[src/hw/memPkg.sv]
`default_nettype none

package memPkg;

    typedef logic [31:0] addrT;
    typedef logic [31:0] wordT;
    typedef logic [7:0] byteT;

    // value equals the byte count
    typedef enum logic [2:0] {
        lenByte = 3'd1,
        lenHalf = 3'd2,
        lenWord = 3'd4
    } accessLenE;

    typedef enum logic [1:0] {
        idle,
        readInst,
        readData,
        writeData
    } ctrlStateE;

    typedef struct packed {
        logic en;
        addrT addr;
    } fetchReqT;

    typedef struct packed {
        logic en;
        logic isStore;
        accessLenE len;
        addrT addr;
        wordT data;
    } dataReqT;

    // shared by fetch and data responses
    typedef struct packed {
        logic done;
        wordT data;
    } respT;

    // request side toward the RAM
    typedef struct packed {
        logic we;
        addrT addr;
        byteT wdata;
    } ramBusT;

endpackage

`default_nettype wire
[src/hw/storeSerializer.sv]
`timescale 1ns/1ps
`default_nettype none

module storeSerializer (
    input  logic         clk,
    input  logic         rst,
    input  logic         stall,
    input  logic         load,
    input  memPkg::wordT wordIn,
    input  logic [1:0]   byteIdx,
    output memPkg::byteT byteOut
);
    logic [31:0] wordQ;

    // requester may change its data after done
    always_ff @(posedge clk) begin
        if (rst) begin
            wordQ <= '0;
        end else if (!stall && load) begin
            wordQ <= wordIn;
        end
    end

    // little-endian lane select
    assign byteOut = wordQ[byteIdx*8 +: 8];

endmodule

`default_nettype wire

[config.mk]
export PLATFORM = sky130hd
export DESIGN_NAME = storeSerializer
export DESIGN_NICKNAME = d
export VERILOG_FILES = /design/src/hw/memPkg.sv /design/src/hw/storeSerializer.sv
export SDC_FILE = /design/constraint.sdc
export NUM_CORES = 1
export LEC_CHECK = 0
export BUFFER_PORTS_ARGS = -buffer_cell sky130_fd_sc_hd__buf_2
export CORE_MARGIN = 4
export CORE_UTILIZATION = 43
export CTS_CLUSTER_DIAMETER = 50
export DETAILED_ROUTE_END_ITERATION = 10
export PLACE_DENSITY = 0.8
export SETUP_SLACK_MARGIN = 0.1
export SYNTH_ARGS = -nofsm -noshare
export SYNTH_HDL_FRONTEND = slang
export SYNTH_SLANG_ARGS = --single-unit
[constraint.sdc]
create_clock -name clk -period 0.8 [get_ports clk]
set_input_delay 0.04 -clock clk [delete_from_list [all_inputs] [get_ports clk]]
set_output_delay 0.04 -clock clk [all_outputs]
set_load 0.1 [all_outputs]
Word level (Yosys, flattened, before mapping)
Index checks and enable logic that the tools add are counted.
Storage, ports and cells
  word-level logic and storage cells: 4
  bits of input ports: 38
  output and inout port bits: 8
  bits in registers: 32
Operators by class
  shifts and indexed selects: 1
  reductions and logical operators: 2
Operators with widths (count)
  32-bit by 6-bit indexed part select with 8-bit output: 1
  1-bit logical AND: 1
  1-bit logical NOT: 1

Logic depth before layout (Yosys ltp)
  depth in word-level cells: 2
  mapped depth: 5
  gate-level depth less buffers: 3

Worst setup path after synthesis
OpenSTA, ideal clock, no wires.
  kind: register to output
  start: reg wordQ[24]
  end: out byteOut[0]
  setup slack: -262 ps
  buffers on the path: 0
  stages on the path, launching flop included: 2
  data required time: 760 ps
  data arrival time: 1022 ps
  cell sequence: dfxtp_1 -> mux4_2
On the way
  word-level cells in the longest chain between the ends: 1
Ends and longest elaborated chain
  start: declaration: RTL line storeSerializer.sv:13  | logic [31:0] wordQ;
  start signal: assignment: RTL line storeSerializer.sv:20  | wordQ <= wordIn;
  32-bit by 6-bit indexed part select with 8-bit output: RTL line storeSerializer.sv:25  | assign byteOut = wordQ[byteIdx*8 +: 8];
  end: declaration: RTL line storeSerializer.sv:11  | output memPkg::byteT byteOut
Every way passes these cells.

Worst setup path after layout
Ends and elaborated chain as after synthesis.

==> impl_metrics.yaml <==
sta:
  fmax_mhz: 725
  worst_pin_slew_ps: 217
  finalSetupTns_ps: -4490
  relSlewSlack_pct: 85.5
  hold_viol: 0
  setup_violations: 8
  setup_ws_ps: -580
  period_share_pct: 172
  rsz0062_at_grt: "true"
  finClkSkew_ps: 0
  slew_viol_final: 0
  finalCriticalPeriod_ps: 1380
yosys:
  syn_area_mm2: 0.00132
  yosysUniqueCellTypes: 10
  yosys.area.top_type: "dfxtp_1"
  synth_area_leaders: "dfxtp_1, nand2_1, mux4_2"
  synth_cells: 150
  yosysWarnings: 0
  synth.top_cell.area_share_pct: 48.7
  avgSynthCellArea_um2: 8.77
  synth-seq-cells: 32
  syn-num-nets: 188
  yosysSeqAreaShare_pct: 48.7
outcome:
  status: "finished, violations left"
  violations: "setup timing"
layout:
  synthToLayoutAreaGrowth_pct: 54.3
  final_common_cell: "nand2_1"
  regMostFlops: "wordQ"
  final_cell_mix: "nand2_1, buf_2, dlygate4sd3_1, a21oi_1, dfxtp_1"
  largest_reg_flops: 32
  final_cells: 260
  antenna_cells: 0
  layout-drive-gt1-share_pct: 29.7
  fin_nets: 266
  reg.largest.list: "wordQ x32"
die:
  rows: 19
  core_mm2: 0.00283
  dieArea_mm2: 0.00401
  chipWidth_um: 63.3
  die_h_um: 63.3
  io_pins: 46
  start_util_pct: 46.5
grt:
  antenna_found_initial: 0
  grt_pass1_wl_um: 5810
  grt_max_degree: 33
  grt_pass1_vias: 1298
  grtUsageTotal_pct: 18.8
  grt_overflow: 0
drt:
  postRouteAntennaNets: 0
  drt_wl_total_um: 3540
  first_pass_iters: 4
  num_vias: 1269
  wl_per_cell_um: 13.6
  dr.first_iter.drc_count: 47
  drc: 0
  viasPerCell: 4.88
critical_path:
  worstPathArrival_ps: 1340
  critical_path_class: "reg2out"
  required_ps: 760
  startpoint_type: "flip-flop"
  crit_path_end_kind: "output port"
  cp_max_fo: 2
clock_network:
  cts_htree_levels: 2
  clockRootBuffer: "clkbuf_4"
  clkTransAtPathRegs_ps: 90
  cts_buffers: 5
  insertion_delay_ps: 310
  cts.sinks: 32
  cts_buffer_depth: 2
  cts_tree: "yes"
  postCtsSetupBuffers: 0
power_and_ir_drop:
  power_density_mw_per_mm2: 1670
  p_leak_nw: 0.838
  total_power_w: 0.00339
  peakVddDrop_mv: 1.15
flow_run:
  drv_cap: 0
min_path:
  hp-class: "in2reg"
placement:
  place.gp.congestion: 0.723
  port_buffers: 45
  hpwl_um: 2150
  dpl.cell_count: 220
-- Yosys cell counts --
cell type / instances
clkbuf_2: 1
nand2_1: 64
nor2b_1: 1
buf_6: 4
nand2b_1: 1
mux4_2: 8
clkbuf_1: 3
a21oi_1: 32
dfxtp_1: 32
buf_2: 4
-- through the flow --
| stage | util [%] | hold slack, ps | worst slack (ps) | instance area [um2] |
|---|---|---|---|---|
| 2_1_floorplan | - | 109 | -262 | 1320 |
| 3_3_place_gp | 55.9 | 283 | -320 | 1580 |
| 3_5_place_dp | 55.9 | 287 | -341 | 1580 |
| 4_1_cts | 71.1 | 83.3 | -595 | 2010 |
| 5_1_grt | 71.7 | 89.4 | -626 | 2030 |
| 6_report | 71.7 | 94.4 | -580 | 2030 |
-- cell type report --
type	count	area, um2
fillers	203	800
clock buffers	8	58.8
repair buffers	83	691
flip-flops and latches	32	642
multi-input cells	106	599
well taps	31	38.8
-- kinds of logic after synthesis --
logic type | share of synthesized area [%]
simple gates | 19.2
compound gates | 12.2
mux | 13.7
flops | 48.7
buf+inv | 6.18
-- report_power, final --
group | switching (W) | leakage (nW) | internal [W]
logic | 0.000404 | 0.543 | 0.000355
clock network | 0.000494 | 0.0326 | 0.000434
registers | 0.0000382 | 0.262 | 0.00167
total | 0.000936 | 0.838 | 0.00245
-- critical path: stages (launching register included) --
cell and delay (ps):
dfxtp_2 340, mux4_2 500, buf_12 190
-- per-layer routing --
metal | track usage [%] | wire length, um | vias to the layer above
met5 | 0 | 0 | -
met4 | 5.66 | 13 | 0
met3 | 4.80 | 195 | 2
met2 | 33.9 | 1860 | 40
met1 | 21.9 | 1470 | 571
li1 | - | - | 656
-- worst paths after layout --
check               end  slack (ps)  cells past startpoint       from
max          byteOut[0]        -580                      2  wordQ[24]
min           wordQ[24]          90                      3        rst
max reg2reg   wordQ[24]         150                      2  wordQ[24]
min reg2reg   wordQ[16]         460                      2  wordQ[16]
-- repair_timing --
action	in CTS	in global routing
hold buffers	32	0
resized for setup	16	5
gates cloned	0	0
setup endpoints to repair	8	9
endpoints found under the hold margin	32	0
Note: power is estimated with default switching activity, not from simulation.
