`src/hw/memPkg.sv`:
```
`default_nettype none

package memPkg;

    typedef logic [31:0] addrT;
    typedef logic [31:0] wordT;
    typedef logic [7:0] byteT;

    // value equals the byte count
    typedef enum logic [2:0] {
        lenByte = 3'd1,
        lenHalf = 3'd2,
        lenWord = 3'd4
    } accessLenE;

    typedef enum logic [1:0] {
        idle,
        readInst,
        readData,
        writeData
    } ctrlStateE;

    typedef struct packed {
        logic en;
        addrT addr;
    } fetchReqT;

    typedef struct packed {
        logic en;
        logic isStore;
        accessLenE len;
        addrT addr;
        wordT data;
    } dataReqT;

    // shared by fetch and data responses
    typedef struct packed {
        logic done;
        wordT data;
    } respT;

    // request side toward the RAM
    typedef struct packed {
        logic we;
        addrT addr;
        byteT wdata;
    } ramBusT;

endpackage

`default_nettype wire
```
`src/hw/memControl.sv`:
```
`timescale 1ns/1ps
`default_nettype none

module memControl (
    input  logic             clk,
    input  logic             rst,
    input  logic             stall,
    input  memPkg::fetchReqT fetchReq,
    input  memPkg::dataReqT  dataReq,
    input  memPkg::wordT     assembled,
    input  memPkg::byteT     storeByte,
    output memPkg::ramBusT   ramReq,
    output logic             capture,
    output logic             loadStore,
    output logic [1:0]       byteIdx,
    output memPkg::respT     fetchResp,
    output memPkg::respT     dataResp
);
    import memPkg::*;

    ctrlStateE state;
    accessLenE lenQ;
    addrT addrQ;
    logic [2:0] stage;
    logic isRead;
    logic last;
    logic accept;

    assign isRead = (state == readInst) || (state == readData);
    assign accept = (state == idle) && (dataReq.en || fetchReq.en);

    // reads run one stage past the length to catch the last returning byte
    always_comb begin
        case (state)
            readInst, readData: last = (stage == lenQ);
            writeData: last = (stage == 3'(lenQ - 3'd1));
            default: last = 1'b0;
        endcase
    end

    assign ramReq.we = (state == writeData);
    assign ramReq.addr = addrQ + addrT'(stage);
    assign ramReq.wdata = storeByte;

    // rdata lags the address by one stage
    assign capture = isRead && (stage != 3'd0);
    assign byteIdx = (state == writeData) ? stage[1:0] : stage[1:0] - 2'd1;
    assign loadStore = accept;

    assign fetchResp.done = (state == readInst) && last && !stall;
    assign fetchResp.data = assembled;
    assign dataResp.done = ((state == readData) || (state == writeData)) && last && !stall;
    assign dataResp.data = assembled;

    always_ff @(posedge clk) begin
        if (rst) begin
            state <= idle;
            stage <= 3'd0;
            lenQ <= lenWord;
        end else if (!stall) begin
            case (state)
                idle: begin
                    stage <= 3'd0;
                    // data port wins
                    if (dataReq.en) begin
                        state <= dataReq.isStore ? writeData : readData;
                        lenQ <= dataReq.len;
                    end else if (fetchReq.en) begin
                        state <= readInst;
                        lenQ <= lenWord;
                    end
                end
                default: begin
                    if (last) begin
                        state <= idle;
                        stage <= 3'd0;
                    end else begin
                        stage <= stage + 3'd1;
                    end
                end
            endcase
        end
    end

    always_ff @(posedge clk) begin
        if (!stall && accept) begin
            addrQ <= dataReq.en ? dataReq.addr : fetchReq.addr;
        end
    end

endmodule

`default_nettype wire

```
`config.mk`:
```
export PLATFORM = sky130hd
export DESIGN_NAME = memControl
export DESIGN_NICKNAME = d
export VERILOG_FILES = /design/src/hw/memPkg.sv /design/src/hw/memControl.sv
export SDC_FILE = /design/constraint.sdc
export NUM_CORES = 1
export LEC_CHECK = 0
export BUFFER_PORTS_ARGS = -buffer_cell sky130_fd_sc_hd__buf_2
export CAP_MARGIN = 10
export CORE_AREA = 4 4 98 100
export CTS_CLUSTER_SIZE = 25
export DETAILED_ROUTE_END_ITERATION = 6
export DIE_AREA = 0 0 102 104
export HOLD_SLACK_MARGIN = 0.1
export PLACE_DENSITY = 0.76
export SKIP_CTS_REPAIR_TIMING = 1
export SYNTH_ARGS = -nofsm -noshare
export SYNTH_HDL_FRONTEND = slang
export SYNTH_SLANG_ARGS = --single-unit
```
`constraint.sdc`:
```
create_clock -name clk -period 5.85 [get_ports clk]
set_input_delay 0 -clock clk [delete_from_list [all_inputs] [get_ports clk]]
set_output_delay 0 -clock clk [all_outputs]
set_load 0.01 [all_outputs]
```
==> results of run 1 <==
## Yosys cell counts, types with 8 or more instances
library cell  count  area (µm²)
ha_1             11         138
inv_1            10        37.5
dfxtp_1           8         160
mux2_2           32         360
a21oi_1          11        55.1
xnor2_1          21         184
nand2_1          18        67.6
buf_4            72         541
edfxtp_1         32         961
xor2_1           12         105
nor2_1           11        41.3
nand3_1          11        55.1
## cells by family after synthesis
kind of cell / Yosys count / synth area share (%)
simple gates: 77 / 14.1
mux: 33 / 12.0
xor+xnor: 33 / 9.34
buf+inv: 88 / 19.5
flops: 40 / 36.2
compound gates: 21 / 3.80
fa+ha+maj: 12 / 5.09
## metrics by stage
stage	setup slack [ns]	cell area [µm²]
global placement	3.50	3230
CTS	3.25	3340
detailed placement	3.45	3230
floorplan	3.64	3100
==> flow_summary_export.csv, run 1 <==
group,metric,value,unit
status,status,"did not finish",
status,lastStage,"global routing",
status,error_line,"[ERROR RSZ-0060] Max buffer count reached.",
clock_tree,clock-sinks,40,
floorplan,boundaryPins,256,
floorplan,start_util,35.7,%
clock_tree,cts_root_buf,"clkbuf_8",
clock_tree,cts_max_path_buffers,2,
synth,syn-num-nets,461,
synth,netlist_area,3100,µm²
floorplan,num_rows,34,
place,numPortBuffers,111,
synth,synth_ff_type,"edfxtp_1",
synth,yosysSeqAreaShare,36.2,%
place,gp_congestion,0.848,
synth,synth_edf_count,32,
place,dp_hpwl,6.07,mm
synth,async_reset_ff_share,0,%
synth,syn_inst,304,
clock_tree,htreeDepth,2,
grt,grt_max_degree,40,
floorplan,die_h,104,µm
synth,synth_warnings,0,
synth,syn_area_per_cell,10.2,µm²
floorplan,fp.dieW,102,µm
synth,synth_seq_cells,40,
synth,ys_types,41,
place,dp.cells,446,
clock_tree,cts_buffers,5,
==> inputs of run 2 (changes only) <==
--- a/config.mk
+++ b/config.mk
@@ -7,12 +7,10 @@
 export LEC_CHECK = 0
 export BUFFER_PORTS_ARGS = -buffer_cell sky130_fd_sc_hd__buf_2
 export CAP_MARGIN = 10
-export CORE_AREA = 4 4 98 100
-export CTS_CLUSTER_SIZE = 25
+export CORE_AREA = 4 4 96 98
 export DETAILED_ROUTE_END_ITERATION = 6
-export DIE_AREA = 0 0 102 104
-export HOLD_SLACK_MARGIN = 0.1
-export PLACE_DENSITY = 0.76
+export DIE_AREA = 0 0 100 102
+export PLACE_DENSITY_LB_ADDON = 0.15
 export SKIP_CTS_REPAIR_TIMING = 1
 export SYNTH_ARGS = -nofsm -noshare
 export SYNTH_HDL_FRONTEND = slang
==> run 2 against run 1 <==
Against the previous run: synthesized area stayed put; the flow now finishes, with violations (negative hold slack); synthesized cell count stayed put.
==> flow_summary_export.csv, run 2 <==
group,metric,value,unit
sta,fmax,0.391,GHz
floorplan,num_rows,34,
setup_path,timing.rr.start,"state[1]",
grt,grt.overflow.total,0,
power,power_leakage,1.49,nW
grt,grt_pass1_wl,10.2,mm
synth,synth_top_cell_by_area,"edfxtp_1",
synth,synth_edf_count,32,
setup_path,cp-start-kind,"register",
floorplan,start_util,36.6,%
setup_path,startpoint,"stage[0]",
synth,syn-num-nets,461,
place,numPortBuffers,111,
synth,synth_top_area_share,31.0,%
sta,maxSlewViolCount,0,
setup_path,arrival,2.56,ns
cells_and_area,fin_cells,475,
power,power.density,193,nW/µm²
synth,yosysSeqAreaShare,36.2,%
status,violations,"negative hold slack",
synth,ys_types,41,
sta,min_period,2.56,ns
job,max_cap_viol_count,0,
cells_and_area,final_common_cell,"buf_2",
synth,synth.most_common_cell,"buf_4",
cells_and_area,drive_above_1_share,43.3,%
routing,drt.antenna.violating_nets,0,
cells_and_area,largest_register,"addrQ",
synth,synthTopCellsByCount,"buf_4, edfxtp_1, mux2_2",
setup_path,cp_max_fo,7,
clock_tree,cts_max_path_buffers,2,
grt,grt_pass1_vias,2070,
grt,antenna_found_initial,0,
setup_path,cp-end-kind,"primary output",
sta,tns,0,ns
place,placed_cell_area,3230,µm²
routing,first_pass_iters,4,
sta,worst_pin_slew,0.826,ns
grt,grt_usage,13.1,%
clock_tree,clock_latency,0.29,ns
routing,route.vias.total,2233,
place,dp_hpwl,5.70,mm
synth,yosys-top-cells-area,"edfxtp_1, buf_4, mux2_2",
synth,synth_seq_cells,40,
routing,wire_per_inst,15.6,µm
cells_and_area,fin_nets,523,
setup_path,cp.required,5.85,ns
power,fin_total_pwr,0.681,mW
cells_and_area,nFillCells,881,
clock_tree,clock-sinks,40,
clock_tree,clk_pin_slew,0.08,ns
grt,grt_max_degree,40,
cells_and_area,top_regs,"addrQ x32, lenQ x3, stage x3",
clock_tree,htreeDepth,2,
floorplan,fp.coreArea,8470,µm²
sta,finalSetupViolCount,0,
synth,synth_ff_type,"edfxtp_1",
place,dp.cells,446,
setup_path,critPathSlowestCell,"dfxtp_1",
clock_tree,cts_root_buf,"clkbuf_8",
sta,setup_slack,3.29,ns
cells_and_area,antenna_cells,0,
clock_tree,cts_tree,"yes",
cells_and_area,area_growth,13.8,%
power,ir_worst_vdd,76.7,µV
synth,netlist_area,3100,µm²
sta,relSlewSlack,44.9,%
place,post-place-ws,3.45,ns
cells_and_area,largest_reg_flops,32,
routing,via_per_inst,4.70,
setup_path,cp_cell_sequence,"ha_1 -> fa_1 -> a21oi_1 -> nor2_1 -> nand4_1 -> nor3_2 -> xor2_1 -> buf_2",
place,gp_congestion,0.759,
status,status,"complete, but fails checks",
synth,synth_warnings,0,
cells_and_area,mostFrequentLayoutCells,"buf_2, mux2_2, edfxtp_1",
floorplan,boundaryPins,256,
clock_tree,cts_buffers,5,
routing,drcViolationCount,0,
sta,finClkSkew,0.00897,ns
sta,whs,-0.000245,ns
synth,syn_inst,304,
setup_path,path_class,"reg -> out",
worst_hold_path,hp-class,"in -> reg",
cells_and_area,fin_util,41.6,%
floorplan,fp.dieW,100,µm
sta,hold_violations,1,
routing,first_iter_violations,38,
sta,period_share,43.7,%
floorplan,die_h,102,µm
routing,wirelength,7.41,mm
cells_and_area,final_cell_area,3520,µm²
floorplan,fp.dieArea,10200,µm²
synth,syn_area_per_cell,10.2,µm²
sta,rsz0062_at_grt,"false",
worst_hold_path,min_from,"fetchReq[29]",
synth,async_reset_ff_share,0,%
setup_path,slowest_delay,0.53,ns
[run 2: cell counts after synthesis]
No cell type changed its count.
[run 2: area by class of cell]
type | count | area (µm²) | share of cell area, %
multi-input cells | 176 | 1370 | 38.9
flip-flops and latches | 40 | 1120 | 31.8
repair buffers | 133 | 773 | 22.0
well taps | 108 | 135 | 3.84
clock buffers | 6 | 72.6 | 2.06
inverters | 10 | 37.5 | 1.07
clock inverters | 2 | 11.3 | 0.320
[run 2: routing by layer]
layer | up-vias | GRT usage, % | routed length (µm)
li1 | 1100 | - | -
met1 | 1003 | 14.0 | 2680
met2 | 103 | 23.5 | 3890
met3 | 27 | 4.85 | 660
met4 | 0 | 4.87 | 178
met5 | - | 0 | 0
[run 2: power by group]
group          total, mW  switching [mW]  internal, mW
Clock              0.184           0.100        0.0838
Combinational      0.147          0.0691        0.0780
Sequential         0.350          0.0167         0.334
Total              0.681           0.186         0.496
[run 2: critical path, delay by kind of cell, from the launching register on]
kind                       cells  cell delay, ns
buffers and inverters          1            0.16
adders and majority gates      2            0.48
DFF                            1            0.53
xor gates and xnor gates       1            0.20
and+or+nand+nor                3            0.76
AOI/OAI and AO/OA              1            0.13
[run 2: final timing paths]
| path | endpoint | slack [ns] | cells past startpoint |
|---|---|---|---|
| worst min-delay path | addrQ[29] | -0.0002 | 2 |
| worst max-delay path | ramReq[38] | 3.29 | 8 |
| worst max register to register | addrQ[14] | 3.47 | 7 |
| worst min register to register | stage[2] | 0.53 | 2 |
[run 2: cell families after synthesis]
group                    count (synthesis)  synth area share (%)
AO/OA/AOI/OAI                           21                  3.80
XOR/XNOR                                33                  9.34
adder cells (fa/ha/maj)                 12                  5.09
buffers and inverters                   88                  19.5
flip-flops                              40                  36.2
multiplexers                            33                  12.0
AND/OR/NAND/NOR                         77                  14.1
No activity file was read; power rests on OpenSTA's default activity.
