--- src/hw/memPkg.sv ---
`default_nettype none

package memPkg;

    typedef logic [31:0] addrT;
    typedef logic [31:0] wordT;
    typedef logic [7:0] byteT;

    // value equals the byte count
    typedef enum logic [2:0] {
        lenByte = 3'd1,
        lenHalf = 3'd2,
        lenWord = 3'd4
    } accessLenE;

    typedef enum logic [1:0] {
        idle,
        readInst,
        readData,
        writeData
    } ctrlStateE;

    typedef struct packed {
        logic en;
        addrT addr;
    } fetchReqT;

    typedef struct packed {
        logic en;
        logic isStore;
        accessLenE len;
        addrT addr;
        wordT data;
    } dataReqT;

    // shared by fetch and data responses
    typedef struct packed {
        logic done;
        wordT data;
    } respT;

    // request side toward the RAM
    typedef struct packed {
        logic we;
        addrT addr;
        byteT wdata;
    } ramBusT;

endpackage

`default_nettype wire
--- src/hw/byteAssembler.sv ---
`timescale 1ns/1ps
`default_nettype none

module byteAssembler (
    input  logic              clk,
    input  logic              rst,
    input  logic              stall,
    input  logic              capture,
    input  logic              clear,
    input  logic [1:0]        byteIdx,
    input  memPkg::accessLenE len,
    input  memPkg::byteT      rdata,
    output memPkg::wordT      word
);
    import memPkg::*;

    accessLenE lenQ;
    wordT wordQ;

    // length is latched together with the clear
    always_ff @(posedge clk) begin
        if (rst) begin
            lenQ <= lenWord;
        end else if (!stall && clear) begin
            lenQ <= len;
        end
    end

    always_ff @(posedge clk) begin
        if (!stall) begin
            if (clear) begin
                wordQ <= '0;
            end else if (capture) begin
                wordQ[byteIdx*8 +: 8] <= rdata;
            end
        end
    end

    // final byte goes straight through so the word is ready with done
    always_comb begin
        word = wordQ;
        if (capture) begin
            word[byteIdx*8 +: 8] = rdata;
        end
        for (int i = 0; i < 4; i++) begin
            if (i >= lenQ) begin
                word[i*8 +: 8] = '0;
            end
        end
    end

endmodule

`default_nettype wire

--- config.mk ---
export PLATFORM = sky130hd
export DESIGN_NAME = byteAssembler
export DESIGN_NICKNAME = d
export VERILOG_FILES = /design/src/hw/memPkg.sv /design/src/hw/byteAssembler.sv
export SDC_FILE = /design/constraint.sdc
export NUM_CORES = 1
export LEC_CHECK = 0
export BUFFER_PORTS_ARGS = -buffer_cell sky130_fd_sc_hd__buf_2
export CAP_MARGIN = 20
export CORE_MARGIN = 5
export CORE_UTILIZATION = 30
export CTS_CLUSTER_SIZE = 10
export DETAILED_ROUTE_END_ITERATION = 7
export GPL_TIMING_DRIVEN = 0
export MAX_ROUTING_LAYER = met4
export PLACE_DENSITY = 0.61
export SYNTH_ARGS = -nofsm -noshare
export SYNTH_HDL_FRONTEND = slang
export SYNTH_SLANG_ARGS = --single-unit
--- constraint.sdc ---
create_clock -name clk -period 2.1 [get_ports clk]
set_input_delay 0.315 -clock clk [delete_from_list [all_inputs] [get_ports clk]]
set_output_delay 0.315 -clock clk [all_outputs]
set_load 0.005 [all_outputs]
# ---- Word level (Yosys, flattened, before mapping)
# Cells that the tools add are included.
# W data, S select, Z words.
dict set report totals {
  register_bits 35
  inputBits 18
  out_inout_bits 32
  word_cells 17
}
dict set report classes {
  add_sub_neg 1
  order_cmp 4
  shift 2
  muxes 6
  n_reduce_logical 2
}
# operator n
set ops {}
lappend ops {{$neg A5 Y34} 1}
lappend ops {{$shift A8 B34 Y32 const A} 1}
lappend ops {{$shiftx A8 B34 Y32} 1}
lappend ops {{$bwmux W32} 1}
lappend ops {{$mux W32} 1}
lappend ops {{$mux W8} 4}
lappend ops {{$ge A1 B3 Y1 const A} 2}
lappend ops {{$ge A2 B3 Y1 const A} 2}
lappend ops {{$logic_and A1 B1 Y1} 1}
lappend ops {{$logic_not A1 Y1} 1}

# ---- Depth between registers and ports, before layout
# Gate-level depths: netlist of run 1.
dict set report logic_depth {
  word_depth 5
  mapped_depth 8
  ltp_nobuf 5
}

# ---- Worst setup path before layout of run 1
# No wires, ideal clock.
dict set report synth_timing {
  path_kind {input to output}
  from {in byteIdx[0]}
  to {out word[24]}
  arrival_ps 1560
  required_ps 1785
  setup_slack_ps 225
  path_stages 7
  n_path_buf 2
  path_cell_list {buf_2 > inv_1 > ha_1 > nor2b_1 > clkbuf_1 > a32oi_1 > nor2b_1}
}
dict set report synth_via {
  elab_chain_cells 5
  elab_cells_between_ends 6
  classes_between {add/sub: 1; shift: 2; mux: 3}
}
# item line_no
set synth_rtl {}
lappend synth_rtl {{start: declaration} byteAssembler.sv:10} ;# input logic [1:0] byteIdx,
lappend synth_rtl {{$neg A5 Y34 (*)} byteAssembler.sv:43} ;# word[byteIdx*8 +: 8] = rdata;
lappend synth_rtl {{$shiftx A8 B34 Y32 / $shift A8 B34 Y32 (equally long branches)} byteAssembler.sv:43}
lappend synth_rtl {{$bwmux W32 (*)} byteAssembler.sv:43}
lappend synth_rtl {{$mux W32 (*)} byteAssembler.sv:42} ;# if (capture) begin
lappend synth_rtl {{$mux W8 (*)} byteAssembler.sv:46} ;# if (i >= lenQ) begin
lappend synth_rtl {{end: declaration} byteAssembler.sv:13} ;# output memPkg::wordT word
# Every way passes the cells marked *; elsewhere a longest branch is shown, timed or not.

# ---- Final worst setup path of run 1
dict set report layout_timing {
  from {in byteIdx[0]}
  to {out word[23]}
}
# The elaborated chain is that of the path after synthesis.

==> flow_summary_export.csv, run 1 <==
group,metric,value,unit
outcome,status,"completed",
layout,final_area,2600,um^2
power_and_ir_drop,ir_worst_vdd,0.274,mV
floorplanning,die_height,92.8,um
min_path,hold_class,"input port to flip-flop",
flow_run,drv_cap,0,
timing,rsz0062_at_grt,"false",
routing,totalWireLength,5520,um
setup_path,critPathMaxFanout,10,
timing,fin_crit,2010,ps
timing,slew_violations,0,
layout,layout_common_cells,"nor2_1, buf_2, edfxtp_1",
yosys,synth_nets,212,
yosys,yosys-top-cells-area,"edfxtp_1, a32oi_2, nor2_1, nor2b_1, a32oi_1",
clock_tree,numClockSinks,35,
yosys,syn-mean-instance-area,10.9,um^2
routing,via_per_inst,5.03,
setup_path,endpoint_kind,"output pin",
global_route,track_usage,13.4,%
routing,drt-pass1-iter-count,4,
yosys,yosysWarnings,0,
timing,finalHoldViolations,0,
setup_path,start_kind,"input port",
clock_tree,cts_tree,"yes",
clock_tree,cts_buffers,5,
yosys,yosys.area.top_type_share,46.7,%
clock_tree,path_clk_slew,60,ps
power_and_ir_drop,power,1.69,mW
timing,worstMarginPinSlew,706,ps
clock_tree,cts_max_level,2,
setup_path,worstPathArrival,1690,ps
global_route,grt_pass1_wl,8660,um
floorplanning,die_x,92.8,um
power_and_ir_drop,power.density,648,nW/um^2
routing,drt_iter0_drc,84,
yosys,yosysSeqAreaShare,49.6,%
clock_tree,cts.path.max_buffers,2,
layout,syn2layout_area_growth,26.5,%
place,gp_congestion,0.851,
routing,drc,0,
layout,diodes,0,
timing,timing.slew.headroom,52.9,%
place,dp_hpwl,4010,um
global_route,grtUsageMet3,3.01,%
clock_tree,ctsHoldBuffers,0,
timing,post-route-period-util,95.6,%
yosys,ys_types,26,
global_route,grt.overflow.total,0,
place,placed_area,2430,um^2
floorplanning,coreArea,6720,um^2
floorplanning,die-area,8620,um^2
timing,achievable-frequency,498,MHz
global_route,grt_pass1_vias,1625,
yosys,synth-seq-cells,35,
setup_path,criticalPathCategory,"input port to output pin",
global_route,grt_max_degree,19,
yosys,synth-edff-count,32,
layout,finalNetCount,269,
global_route,busiest_layer,"met2",
floorplanning,pin_count,50,
timing,setup-violations-final,0,
routing,ant_nets,0,
yosys,yosysTopAreaCell,"edfxtp_1",
clock_tree,cts_root_buf,"clkbuf_8",
yosys,syn_area,2060,um^2
timing,clock-skew-final,0,ps
routing,wire_per_inst,16.9,um
layout,layout-drive-gt1-share,36.0,%
floorplanning,num_rows,30,
global_route,grt.met1_usage,17.9,%
place,port_buffers,48,
yosys,synth_cells,189,
floorplanning,initial_core_util,30.6,%
global_route,antenna_found_initial,0,
setup_path,critPathRequiredTime,1780,ps
power_and_ir_drop,leakagePower,1.08,nW
yosys,ys.flop_type,"edfxtp_1",
layout,final_common_cell,"nor2_1",
routing,vias,1644,
clock_tree,clk-insertion-delay-late,280,ps
global_route,use_met2,20.2,%
yosys,synth-async-reset-ratio,0,%
timing repair:
item                       in CTS  in global routing
pin swaps                       1                  0
setup endpoints to repair      32                 23
setup buffers                   0                  1
resized for setup               7                  7
worst max-delay path, stage by stage:
cell,delay (ps)
buf_2,140
buf_8,130
inv_4,60
ha_4,130
buf_4,140
and3b_1,190
buf_6,150
a32oi_2,240
nor2_1,70
buf_2,140
power by group:
part           switching [mW]  total (mW)  internal [mW]
Clock                   0.234       0.533          0.299
Sequential             0.0178       0.825          0.808
Combinational           0.189       0.329          0.140
path summary, 6_finish.rpt:
kind	from	to	slack (ps)	cells past startpoint
worst max-delay path	byteIdx[0]	word[23]	90	10
worst min-delay path	rst	lenQ[1]$_SDFFE_PP0P_	220	2
worst max register to register	wordQ[17]$_SDFFCE_PP0N_	wordQ[17]$_SDFFCE_PP0N_	1110	2
worst min register to register	lenQ[0]$_SDFFE_PP0P_	lenQ[0]$_SDFFE_PP0P_	560	2
sequential cells by signal, summed over array words and instances, names as in the netlist:
name	count
wordQ	32
lenQ	3
per-stage QoR:
step / TNS [ps] / hold slack, ps / cells / setup WS [ps] / util (%)
after floorplan: 0 / 387 / 189 / 225 / -
after global placement: -5890 / 513 / 317 / -239 / 35.7
after detailed placement: -5510 / 515 / 318 / -243 / 36.1
after CTS: 0 / 210 / 326 / 8.95 / 38.1
after global routing: 0 / 210 / 327 / 9.98 / 38.8
final: 0 / 220 / 327 / 93.1 / 38.8
area by class of cell:
cell class	count	area [um^2]
buffer	14	105
clock buffer	8	100
fill	699	4120
inverter	3	13.8
multi-input combinational	137	988
sequential	35	1020
tap	80	100
timing repair buffer	50	275
logic make-up after synthesis:
kind of cell / Yosys count / synth area share [%]
adders and majority gates: 5 / 3.04
DFF: 35 / 49.6
muxes: 2 / 0.973
and+or+nand+nor: 96 / 22.6
buffers and inverters: 17 / 4.86
AOI/OAI and AO/OA: 34 / 18.9
Yosys cell counts, types with 2 or more instances:
| cell type | count |
|---|---|
| nor2_1 | 59 |
| edfxtp_1 | 32 |
| nor2b_1 | 19 |
| a32oi_2 | 14 |
| a32oi_1 | 10 |
| a22oi_1 | 8 |
| and3_1 | 8 |
| clkbuf_1 | 5 |
| ha_1 | 5 |
| buf_2 | 4 |
| dfxtp_1 | 3 |
| inv_1 | 3 |
| and3b_1 | 2 |
| buf_6 | 2 |
| mux2i_1 | 2 |
| nand2_1 | 2 |
| nand2_2 | 2 |
routing by layer:
metal,part of all wire (%),wire length [um],vias up
met5,0,0,-
met4,2.3,128,0
met3,3.2,174,9
met2,48,2660,42
met1,46,2560,785
li1,-,-,808
(Power assumes the default switching activity.)
==> run 2, diff against run 1 <==
- PLACE_DENSITY: 0.61 -> 0.63
- clock period: 2.1 -> 1.7 ns (I/O delays scaled with it)
==> run 2 against run 1 <==
Compared with the run above: the flow now finishes with violations (negative setup slack); global-route usage up 0.78 points; count of clock-buffer cells in the layout down 2; die area unchanged; combinational power up 57%; largest cell class is now multi-input gates; via count up 9.2%.
==> flow_summary_export.csv, run 2 (synthesis results as in run 1) <==
group,metric,value,unit
floorplanning,num_rows,30,
layout,top_regs,"wordQ (32), lenQ (3)",
global_route,grt_pass1_wl,9280,um
layout,final_area,3010,um^2
global_route,grt_max_degree,18,
routing,drt_iter0_drc,109,
timing,hold_slack,156,ps
setup_path,start_kind,"input port",
timing,finalHoldViolations,0,
power_and_ir_drop,power.density,704,nW/um^2
layout,diodes,0,
timing,rsz0062_at_grt,"true",
global_route,grt.overflow.total,0,
place,pre_cts_slack,-379,ps
layout,finalNetCount,293,
setup_path,critPathRequiredTime,1440,ps
setup_path,cp_slowest_stage_delay,210,ps
layout,syn2layout_area_growth,46.4,%
setup_path,criticalPathCategory,"input port to output pin",
layout,regMostFlops,"wordQ",
routing,vias,1795,
setup_path,critPathTopFamily,"buffers and inverters",
timing,setup-violations-final,24,
clock_tree,ctsHoldBuffers,0,
timing,achievable-frequency,555,MHz
timing,clock-skew-final,0,ps
timing,post-route-period-util,106,%
setup_path,r2r_end,"wordQ[10]$_SDFFCE_PP0N_",
timing,final_critical_path_setup_slack,-101,ps
timing,timing.slew.headroom,49.8,%
layout,layout_common_cells,"nor2_1, buf_2, edfxtp_1",
clock_tree,cts.path.max_buffers,2,
floorplanning,pin_count,50,
clock_tree,cts_root_buf,"clkbuf_8",
clock_tree,numClockSinks,35,
timing,fin_setup_tns,-1360,ps
floorplanning,coreArea,6720,um^2
setup_path,r2r-start,"wordQ[10]$_SDFFCE_PP0N_",
clock_tree,clk-insertion-delay-late,280,ps
routing,drt-pass1-iter-count,4,
outcome,violations,"negative setup slack",
flow_run,drv_cap,0,
setup_path,reg2reg_slack,530,ps
layout,layout-drive-gt1-share,50.2,%
clock_tree,path_clk_slew,60,ps
outcome,status,"complete, but fails checks",
min_path,hold_depth,2,
global_route,track_usage,14.2,%
setup_path,critPathMaxFanout,5,
setup_path,reg2reg_depth,5,
floorplanning,die_x,92.8,um
routing,wire_per_inst,16.7,um
clock_tree,cts_max_level,2,
setup_path,crit_chain,"buf_8 -> buf_8 -> inv_6 -> ha_4 -> and3b_1 -> buf_6 -> buf_16 -> a32oi_2 -> nor2_1 -> buf_2",
place,dp_hpwl,3800,um
floorplanning,initial_core_util,30.6,%
place,gp_congestion,0.831,
setup_path,crit_path_top_delay_cell,"a32oi_2",
timing,slew_violations,0,
routing,drc,0,
power_and_ir_drop,leakagePower,1.23,nW
place,port_buffers,48,
setup_path,worstPathArrival,1550,ps
place,dp.cells,318,
power_and_ir_drop,ir_worst_vdd,0.298,mV
timing,worstMarginPinSlew,752,ps
min_path,worstHoldEndpoint,"lenQ[0]$_SDFFE_PP0P_",
layout,layout.cells.non_filler,351,
layout,fill_cells,612,
routing,ant_nets,0,
layout,utilization,44.9,%
timing,fin_crit,1800,ps
setup_path,cp.buffers_inverters,6,
global_route,antenna_found_initial,0,
layout,final_common_cell,"nor2_1",
clock_tree,cts_buffers,5,
place,placed_area,2440,um^2
power_and_ir_drop,power,2.12,mW
min_path,hold_start,"rst",
setup_path,endpoint_kind,"output pin",
min_path,hold_class,"input port to flip-flop",
floorplanning,die_height,92.8,um
setup_path,crit_top_cell,"buf_8",
floorplanning,die-area,8620,um^2
layout,largest_register_ffs,32,
routing,totalWireLength,5850,um
global_route,grt_pass1_vias,1809,
clock_tree,cts_tree,"yes",
routing,via_per_inst,5.11,
-- run 2: cell types whose count changed in the layout (fill, tap and decap cells not counted), moves of 6 or more --
cell     before  now
buf_4         2   23
a32oi_1       9    0
a22oi_1       8    0
a22oi_2       0    8
a32oi_2      13   20
buf_6         2    8
-- run 2: layer usage --
| metal | part of all wire [%] | GRT usage, % |
|---|---|---|
| met3 | 3.4 | 2.68 |
| met5 | 0 | - |
| met2 | 52 | 23.4 |
| met4 | 1.8 | 5.13 |
| met1 | 43 | 17.4 |
-- run 2: area by class of cell --
type | count | area, um^2 | share of cell area [%]
clock inverters | 2 | 7.51 | 0.249
well taps | 80 | 100 | 3.32
clock buffers | 6 | 72.6 | 2.41
multi-input cells | 137 | 1170 | 39.0
plain buffers | 14 | 120 | 3.99
flip-flops and latches | 35 | 1020 | 33.9
repair buffers | 74 | 499 | 16.6
inverters | 3 | 18.8 | 0.623
-- run 2: repair_timing --
| action | CTS | global route |
|---|---|---|
| pin swaps | 27 | 19 |
| setup endpoints to repair | 32 | 33 |
| gates cloned | 1 | 0 |
| hold endpoints to repair | 0 | 0 |
| gates resized for setup | 40 | 19 |
| buffers inserted | 18 | 7 |
-- run 2: how the worst max path moves through the flow --
stage | start | to | slack (ps) | cells after the start
2_1_floorplan | byteIdx[0] | word[16] | 50 | 8
3_3_place_gp | byteIdx[0] | word[22] | -360 | 10
3_5_place_dp | byteIdx[0] | word[22] | -380 | 10
4_1_cts | byteIdx[0] | word[22] | -70 | 10
5_1_grt | byteIdx[0] | word[8] | -130 | 10
6_report | byteIdx[0] | word[8] | -100 | 10
-- run 2: power by group --
group / switching, mW / internal, mW
Sequential: 0.0276 / 0.998
Clock: 0.299 / 0.279
Combinational: 0.270 / 0.248
-- run 2: worst reg2reg max path: stages, from the launching register on --
cell	delay [ps]
edfxtp_1	380
a32oi_2	180
buf_4	140
buf_4	90
buf_4	90
nor2_1	30
